**config.mk**
```make
export PLATFORM = sky130hd
export DESIGN_NAME = fb_display_top
export DESIGN_NICKNAME = d
export VERILOG_FILES = /design/src/fb_display_pkg.sv /design/src/fb_display_top.sv /design/src/frame_buffer.sv /design/src/lcd_timing.sv /design/src/line_draw_ctrl.sv
export SDC_FILE = /design/constraint.sdc
export NUM_CORES = 2
export LEC_CHECK = 0
export BUFFER_PORTS_ARGS = -buffer_cell sky130_fd_sc_hd__buf_2
export CAP_MARGIN = 20
export CORE_MARGIN = 2
export CORE_UTILIZATION = 45
export CTS_CLUSTER_DIAMETER = 80
export DETAILED_ROUTE_END_ITERATION = 7
export SETUP_SLACK_MARGIN = 0.5
export SYNTH_ARGS = -nofsm -noshare
export SYNTH_HDL_FRONTEND = slang
export SYNTH_SLANG_ARGS = --single-unit
```
**constraint.sdc**
```tcl
create_clock -name clk -period 3.2 [get_ports clk]
set_input_delay 0.16 -clock clk [delete_from_list [all_inputs] [get_ports clk]]
set_output_delay 0.16 -clock clk [all_outputs]
set_load 0.03 [all_outputs]
```
**src/fb_display_pkg.sv**
```systemverilog
`default_nettype none

package fb_display_pkg;

    // --------------------------------------------------
    // horizontal timing, in pixel clocks
    // --------------------------------------------------
    localparam int H_DISP  = 16;    // visible pixels per line
    localparam int H_FRONT = 2;     // front porch
    localparam int H_SYNC  = 2;     // hsync pulse width
    localparam int H_BACK  = 2;     // back porch
    localparam int H_TOTAL = H_DISP + H_FRONT + H_SYNC + H_BACK;   // 22

    // --------------------------------------------------
    // vertical timing, in lines
    // --------------------------------------------------
    localparam int V_DISP  = 8;     // visible lines
    localparam int V_FRONT = 1;     // front porch
    localparam int V_SYNC  = 1;     // vsync pulse width
    localparam int V_BACK  = 1;     // back porch
    localparam int V_TOTAL = V_DISP + V_FRONT + V_SYNC + V_BACK;   // 11

    // --------------------------------------------------
    // frame buffer geometry
    // --------------------------------------------------
    localparam int FB_DEPTH = H_DISP * V_DISP;    // one word per visible pixel
    localparam int ADDR_W   = $clog2(FB_DEPTH);   // 7 bits for 128 words
    localparam int RGB_W    = 24;                 // 8:8:8 colour

    // draw controller states
    typedef enum logic [1:0] {
        ST_CLEAR = 2'd0,    // zero sweep after reset
        ST_IDLE  = 2'd1,    // waiting for a command
        ST_WRITE = 2'd2     // run in progress
    } draw_state_e;

endpackage

`default_nettype wire

```
**src/fb_display_top.sv**
```systemverilog
`default_nettype none

module fb_display_top (
    input  wire                                clk,
    input  wire                                rst_n,
    input  wire  [15:0]                        x_pos,
    input  wire  [15:0]                        y_pos,
    input  wire  [23:0]                        pixel,
    input  wire  [23:0]                        len,
    input  wire                                enable,
    output wire                                sys_valid,
    output wire                                busy,
    output wire                                lcd_hs,
    output wire                                lcd_vs,
    output wire                                lcd_de,
    output wire  [fb_display_pkg::RGB_W-1:0]   lcd_rgb
);

    // --------------------------------------------------
    // draw side to frame buffer
    // --------------------------------------------------
    wire                               wr_en;
    wire [fb_display_pkg::ADDR_W-1:0]  wr_addr;
    wire [fb_display_pkg::RGB_W-1:0]   wr_data;

    // scan side
    wire [fb_display_pkg::ADDR_W-1:0]  rd_addr;
    wire [fb_display_pkg::RGB_W-1:0]   rd_data;

    line_draw_ctrl u_line_draw_ctrl (
        .clk        (clk),
        .rst_n      (rst_n),
        .x_pos      (x_pos),
        .y_pos      (y_pos),
        .pixel      (pixel),
        .len        (len),
        .enable     (enable),
        .sys_valid  (sys_valid),    // clear sweep done
        .busy       (busy),
        .wr_en      (wr_en),
        .wr_addr    (wr_addr),
        .wr_data    (wr_data)
    );

    frame_buffer u_frame_buffer (
        .clk        (clk),
        .wr_en      (wr_en),
        .wr_addr    (wr_addr),
        .wr_data    (wr_data),
        .rd_addr    (rd_addr),
        .rd_data    (rd_data)       // one clock latency
    );

    lcd_timing u_lcd_timing (
        .clk        (clk),
        .rst_n      (rst_n),
        .rd_data    (rd_data),
        .rd_addr    (rd_addr),
        .lcd_hs     (lcd_hs),
        .lcd_vs     (lcd_vs),
        .lcd_de     (lcd_de),
        .lcd_rgb    (lcd_rgb)
    );

endmodule

`default_nettype wire

```
**src/frame_buffer.sv**
```systemverilog
`default_nettype none

module frame_buffer (
    input  wire                                clk,
    input  wire                                wr_en,
    input  wire  [fb_display_pkg::ADDR_W-1:0]  wr_addr,
    input  wire  [fb_display_pkg::RGB_W-1:0]   wr_data,
    input  wire  [fb_display_pkg::ADDR_W-1:0]  rd_addr,
    output logic [fb_display_pkg::RGB_W-1:0]   rd_data     // valid one clock after rd_addr
);

    // --------------------------------------------------
    // storage, one word per visible pixel
    // --------------------------------------------------
    logic [fb_display_pkg::RGB_W-1:0] mem [0:fb_display_pkg::FB_DEPTH-1];

    // write and read in one process so a same-address
    // collision hands back the word from before the write
    always_ff @(posedge clk) begin
        if (wr_en) begin
            mem[wr_addr] <= wr_data;    // draw or clear port
        end
        rd_data <= mem[rd_addr];        // scan port, old data on collision
    end

endmodule

`default_nettype wire

```
**src/lcd_timing.sv**
```systemverilog
`default_nettype none

module lcd_timing (
    input  wire                                clk,
    input  wire                                rst_n,
    input  wire  [fb_display_pkg::RGB_W-1:0]   rd_data,    // from frame buffer
    output logic [fb_display_pkg::ADDR_W-1:0]  rd_addr,
    output logic                               lcd_hs,     // active low
    output logic                               lcd_vs,     // active low
    output logic                               lcd_de,
    output logic [fb_display_pkg::RGB_W-1:0]   lcd_rgb
);

    logic [$clog2(fb_display_pkg::H_TOTAL)-1:0] h_cnt;    // pixel in line
    logic [$clog2(fb_display_pkg::V_TOTAL)-1:0] v_cnt;    // line in frame
    logic h_last;
    logic v_last;
    logic active;       // pre-display visible region
    logic hsync;
    logic vsync;

    // --------------------------------------------------
    // region decode: active, front, sync, back
    // --------------------------------------------------
    assign h_last = (32'(h_cnt) == fb_display_pkg::H_TOTAL - 1);
    assign v_last = (32'(v_cnt) == fb_display_pkg::V_TOTAL - 1);
    assign active = (32'(h_cnt) < fb_display_pkg::H_DISP) &&
                    (32'(v_cnt) < fb_display_pkg::V_DISP);
    assign hsync  = (32'(h_cnt) >= fb_display_pkg::H_DISP + fb_display_pkg::H_FRONT) &&
                    (32'(h_cnt) <  fb_display_pkg::H_DISP + fb_display_pkg::H_FRONT +
                                   fb_display_pkg::H_SYNC);
    assign vsync  = (32'(v_cnt) >= fb_display_pkg::V_DISP + fb_display_pkg::V_FRONT) &&
                    (32'(v_cnt) <  fb_display_pkg::V_DISP + fb_display_pkg::V_FRONT +
                                   fb_display_pkg::V_SYNC);

    // --------------------------------------------------
    // scan counters, free running from reset
    // --------------------------------------------------
    always_ff @(posedge clk or negedge rst_n) begin
        if (!rst_n) begin
            h_cnt <= '0;
            v_cnt <= '0;
        end else if (h_last) begin
            h_cnt <= '0;
            v_cnt <= v_last ? '0 : v_cnt + 1'b1;   // next line or new frame
        end else begin
            h_cnt <= h_cnt + 1'b1;
        end
    end

    // read pointer, raster order through the buffer
    always_ff @(posedge clk or negedge rst_n) begin
        if (!rst_n) begin
            rd_addr <= '0;
        end else if (h_last && v_last) begin
            rd_addr <= '0;                  // frame start
        end else if (active) begin
            rd_addr <= rd_addr + 1'b1;      // one word per visible pixel
        end
    end

    // --------------------------------------------------
    // output stage, one clock behind the counters
    // --------------------------------------------------
    always_ff @(posedge clk or negedge rst_n) begin
        if (!rst_n) begin
            lcd_de <= 1'b0;
            lcd_hs <= 1'b1;     // inactive
            lcd_vs <= 1'b1;
        end else begin
            lcd_de <= active;   // meets rd_data
            lcd_hs <= !hsync;
            lcd_vs <= !vsync;
        end
    end

    assign lcd_rgb = lcd_de ? rd_data : '0;    // black in blanking

    a_de_outside_sync: assert property (
        @(posedge clk) disable iff (!rst_n) lcd_de |-> (lcd_hs && lcd_vs)
    ) else $error("data enable overlaps a sync pulse");

endmodule

`default_nettype wire

```
**src/line_draw_ctrl.sv**
```systemverilog
`default_nettype none

module line_draw_ctrl (
    input  wire                                clk,
    input  wire                                rst_n,
    input  wire  [15:0]                        x_pos,      // start column
    input  wire  [15:0]                        y_pos,      // start row
    input  wire  [23:0]                        pixel,      // run colour
    input  wire  [23:0]                        len,        // run length
    input  wire                                enable,     // command strobe
    output logic                               sys_valid,  // clear sweep done
    output logic                               busy,       // run in progress
    output logic                               wr_en,
    output logic [fb_display_pkg::ADDR_W-1:0]  wr_addr,
    output logic [fb_display_pkg::RGB_W-1:0]   wr_data
);

    fb_display_pkg::draw_state_e state;

    logic [fb_display_pkg::ADDR_W-1:0] cur_addr;    // sweep / run pointer
    logic [fb_display_pkg::RGB_W-1:0]  color;       // latched run colour
    logic [23:0]                       remain;      // pixels left in run
    logic [31:0]                       lin_addr;    // y*H_DISP + x, unwrapped
    logic                              accept;
    logic                              clear_last;

    // --------------------------------------------------
    // command decode
    // --------------------------------------------------
    assign lin_addr   = 32'(y_pos) * fb_display_pkg::H_DISP + 32'(x_pos);
    assign accept     = enable && sys_valid && !busy;   // strobe ignored otherwise
    assign clear_last = (state == fb_display_pkg::ST_CLEAR) &&
                        (32'(cur_addr) == fb_display_pkg::FB_DEPTH - 1);

    // --------------------------------------------------
    // control FSM
    // --------------------------------------------------
    always_ff @(posedge clk or negedge rst_n) begin
        if (!rst_n) begin
            state     <= fb_display_pkg::ST_CLEAR;
            cur_addr  <= '0;
            remain    <= '0;
            sys_valid <= 1'b0;
        end else begin
            case (state)
                fb_display_pkg::ST_CLEAR: begin
                    cur_addr <= cur_addr + 1'b1;            // one word per clock
                    if (clear_last) begin
                        state     <= fb_display_pkg::ST_IDLE;
                        sys_valid <= 1'b1;                  // like sdram init done
                    end
                end
                fb_display_pkg::ST_IDLE: begin
                    if (accept && (len != '0)) begin        // len 0 writes nothing
                        state    <= fb_display_pkg::ST_WRITE;
                        cur_addr <= lin_addr[fb_display_pkg::ADDR_W-1:0];   // mod FB_DEPTH
                        remain   <= len;
                    end
                end
                fb_display_pkg::ST_WRITE: begin
                    cur_addr <= cur_addr + 1'b1;            // wraps at end of frame
                    remain   <= remain - 1'b1;
                    if (remain == 24'd1) begin
                        state <= fb_display_pkg::ST_IDLE;   // last pixel this cycle
                    end
                end
                default: begin
                    state <= fb_display_pkg::ST_IDLE;
                end
            endcase
        end
    end

    // colour only matters while writing
    always_ff @(posedge clk) begin
        if (accept) begin
            color <= pixel;
        end
    end

    // --------------------------------------------------
    // memory write port
    // --------------------------------------------------
    assign busy    = (state == fb_display_pkg::ST_WRITE);
    assign wr_en   = (state != fb_display_pkg::ST_IDLE);   // clear or run
    assign wr_addr = cur_addr;
    assign wr_data = busy ? color : '0;                    // zero during sweep

    a_busy_needs_valid: assert property (
        @(posedge clk) disable iff (!rst_n) busy |-> sys_valid
    ) else $error("busy raised before clear sweep finished");

    // idle with no command taken must stay write free
    a_no_write_idle: assert property (
        @(posedge clk) disable iff (!rst_n)
        ((state == fb_display_pkg::ST_IDLE) && !(accept && (len != '0))) |=> !wr_en
    ) else $error("write strobe seen after an idle cycle with no command");

endmodule

`default_nettype wire

```
==> out/results.txt <==
cell accounting for the most synthesized area -> edfxtp_1
kind of critical path -> reg -> reg
vias per cell -> 6.112
number of flops mapped to enable cells by yosys -> 3096
final hold violations -> 0
Main synth FF type -> edfxtp_1
Layout area overhead -> 20.04%
Clock Pin Slew Worst Setup and Hold Paths -> 0.06 ns
min-delay src -> pixel[21]
initial core utilization -> 45.13%
R2R depth -> 8
Post-DRT Antenna Nets -> 0
top-area cell type share of the netlist area -> 76.21%
fill count -> 20374
Seq/Total Area, Yosys -> 77.69%
Placer Congestion -> 0.8680
layout cells sized above 1 -> 33.24%
Worst-Skew Late Latency -> 0.89 ns
port buffer count -> 89
Hold Crit Class -> in -> reg
Worst Hold Path Cells -> 2
Core ar. -> 270300 um2
status -> complete, no violations
power per cell area -> 646.5 nW/um2
reg2reg setup slack -> 0.25 ns
DP Worst Slack -> -0.3299 ns
endpoint class of the critical path -> flip-flop
Total Wirelength -> 348.1 mm
DRC -> 0
RSZ-0062 raised after global routing -> yes
Root Buffer -> clkbuf_16
Vias -> 63719
distinct cell type count after synthesis -> 74
Mean Syn Cell Area -> 21.20 um2
FF+latch count, synth -> 3173
All-Layer GR Usage -> 24.90%
Max transition margin -> 26.95%
Final WS setup -> 0.2485 ns
top cells by count, synth -> edfxtp_1 (3096), mux4_2 (607), mux2i_1 (306)
final clock skew -> 0.06950 ns
CTS tree -> done
placed cells -> 9640
grt ovf -> 0
num ports -> 112
die height -> 524.7 um
hpwl dp -> 206.9 mm
crit path launch type -> flip-flop
fin cells -> 10425
asr flop ratio synth -> 1.670%
Cells after Synth -> 5754
area of the multi-input gates -> 26910 um2
Critical R2R Launch -> u_lcd_timing.rd_addr[1]$_DFFE_PN0P_
Layout Nets -> 6680
width of the die -> 524.7 um
Max rail drop VDD -> 0.0004770 V
Pre-antenna DRT Iters -> 6
Setup violations, final -> 0
Rows -> 191
H-tree Lvls -> 5
Crit path required time -> 3.89 ns
Post-Syn Area -> 122000 um2
pin count of the biggest net entering global routing -> 129
arrival time worst endpoint -> 3.64 ns
initial antenna violation count -> 20
Initial DRC Count -> 8175
CP Max Fanout -> 13
vias in the first global route -> 62435
Avg WL per Cell -> 33.39 um
Sink Count -> 3173
f_max -> 338.8 MHz
fin crit period -> 2.951 ns
Area contributors post-synth -> edfxtp_1 (76%), mux4_2 (11%), mux2i_1 (2.5%), mux2_2 (1.3%), dfrtp_1 (1.0%)
cts bufs inserted -> 333
clk buf depth -> 4
Final Max Slew Viols -> 0
Worst Hold End -> u_line_draw_ctrl.color[21]$_DFFE_PP_
post-synth net total -> 5845
Storage cell area -> 94800 um2
first-pass GRT wire length -> 486.3 mm
Synth warnings -> 0
most frequent cell after synthesis -> edfxtp_1
worst-margin pin slew -> 1.096 ns
Leak -> 47.49 nW
RR Endpoint -> u_frame_buffer.rd_data[15]$_DFF_P_
Final Cycle Share -> 92.23%
Maximum Capacitance Violations -> 0
Die ar. -> 275300 um2
## metal layers
layer | wire, um | GRT usage, % | vias up
met5 | 47 | 0 | -
met4 | 10840 | 7.129 | 6
met3 | 29610 | 4.153 | 478
met2 | 167100 | 39.87 | 3060
met1 | 140500 | 35.41 | 34281
li1 | - | - | 25894
## worst max-delay path: stages, from the launching register on
cell,delay (ns)
dfrtp_4,0.49
buf_12,0.13
buf_4,0.15
bufbuf_16,0.33
mux4_2,0.50
a22oi_1,0.23
nand4_1,0.46
nand3_2,0.29
a41oi_2,0.14
## state kept, by name, indices dropped and copies added, names as in the netlist
name,count
u_frame_buffer.rd_data,24
u_line_draw_ctrl.remain,24
u_lcd_timing.v_cnt,4
u_line_draw_ctrl.wr_addr,7
u_line_draw_ctrl.state,2
u_lcd_timing.rd_addr,7
u_lcd_timing.lcd_hs,1
u_line_draw_ctrl.color,24
u_lcd_timing.h_cnt,5
u_line_draw_ctrl.sys_valid,1
u_lcd_timing.lcd_vs,1
u_lcd_timing.lcd_de,1
u_frame_buffer.mem,3072
## worst max-delay path by stage
stage	start	depth (start not counted)	slack, ns	to
2_1_floorplan	u_line_draw_ctrl.state[0]$_DFFE_PN0P_	4	0.05	u_frame_buffer.mem[0][10]$_DFFE_PP_
4_1_cts	u_lcd_timing.rd_addr[0]$_DFFE_PN0P_	10	0.35	u_frame_buffer.rd_data[17]$_DFF_P_
3_3_place_gp	u_lcd_timing.rd_addr[0]$_DFFE_PN0P_	9	-0.45	u_frame_buffer.rd_data[23]$_DFF_P_
5_1_grt	u_lcd_timing.rd_addr[0]$_DFFE_PN0P_	10	0.31	u_frame_buffer.rd_data[15]$_DFF_P_
3_5_place_dp	u_lcd_timing.rd_addr[0]$_DFFE_PN0P_	9	-0.33	u_frame_buffer.rd_data[17]$_DFF_P_
6_report	u_lcd_timing.rd_addr[1]$_DFFE_PN0P_	8	0.25	u_frame_buffer.rd_data[15]$_DFF_P_
## through the flow
step                util [%]  TNS (ns)  cell area, um2  power, mW  hold WS [ns]
floorplan                  -         0          122000      53.35       -0.1356
global placement       48.98    -1.599          132400      57.23        0.2371
detailed placement     48.98    -1.151          132400      57.58        0.2457
CTS                    53.88         0          145600      95.13     0.0008516
global route           54.18         0          146400      97.21       0.03043
finish                 54.18         0          146400      94.67       0.03950
## cells by family (layout without fill, tap and decap cells)
logic type	count (synthesis)	after routing	synth area share, %
compound gates	579	579	3.492
xor+xnor	14	14	0.1005
fa+ha+maj	8	8	0.08820
buf+inv	346	1442	1.298
flops	3173	3173	77.69
mux	1059	1059	15.06
other cells	0	5	0
simple gates	575	575	2.263
## repair_timing
item	in CTS	in global routing
pin swaps	29	21
gates resized for setup	191	80
hold endpoints to repair	132	0
gates cloned	17	3
hold buffers	88	0
endpoints found under the setup margin	93	65
buffers inserted	31	45
## final cells by class
| type | instances | area share, % |
|---|---|---|
| Sequential cell | 3173 | 64.74 |
| Multi-Input combinational cell | 2235 | 18.38 |
| Timing Repair Buffer | 828 | 6.561 |
| Clock buffer | 420 | 6.020 |
| Tap cell | 3570 | 3.050 |
| Clock inverter | 176 | 1.199 |
| Inverter | 18 | 0.04699 |
| Antenna cell | 5 | 0.008544 |
## report_power, final
| group | total [mW] | switching (mW) | internal (mW) |
|---|---|---|---|
| Combinational | 7.35 | 5.68 | 1.67 |
| Clock | 37.8 | 15.9 | 21.9 |
| Sequential | 49.5 | 0.536 | 49.0 |
| Total | 94.7 | 22.1 | 72.6 |
## layout by cell type, fill, tap and decap left out, types with 24 or more instances in the layout
cell type and n:
o22ai_1 94, nor3_1 31, buf_6 29, bufinv_16 29
nand2_1 128, o221ai_1 59, clkbuf_16 341, and2_4 24
nor2_1 51, mux2i_1 285, buf_4 387, and2_1 30
dfxtp_1 24, edfxtp_1 3096, a211oi_1 32, dlygate4sd3_1 87
a22oi_1 64, buf_12 180, buf_2 89, clkbuf_1 77
nand3_1 43, buf_16 30, a221o_1 31, clkinv_2 47
clkinv_1 70, a21oi_1 74, mux4_2 607, nor2_2 133
mux2_2 146, dfrtp_1 42
Power figures use the tool's default switching activity.
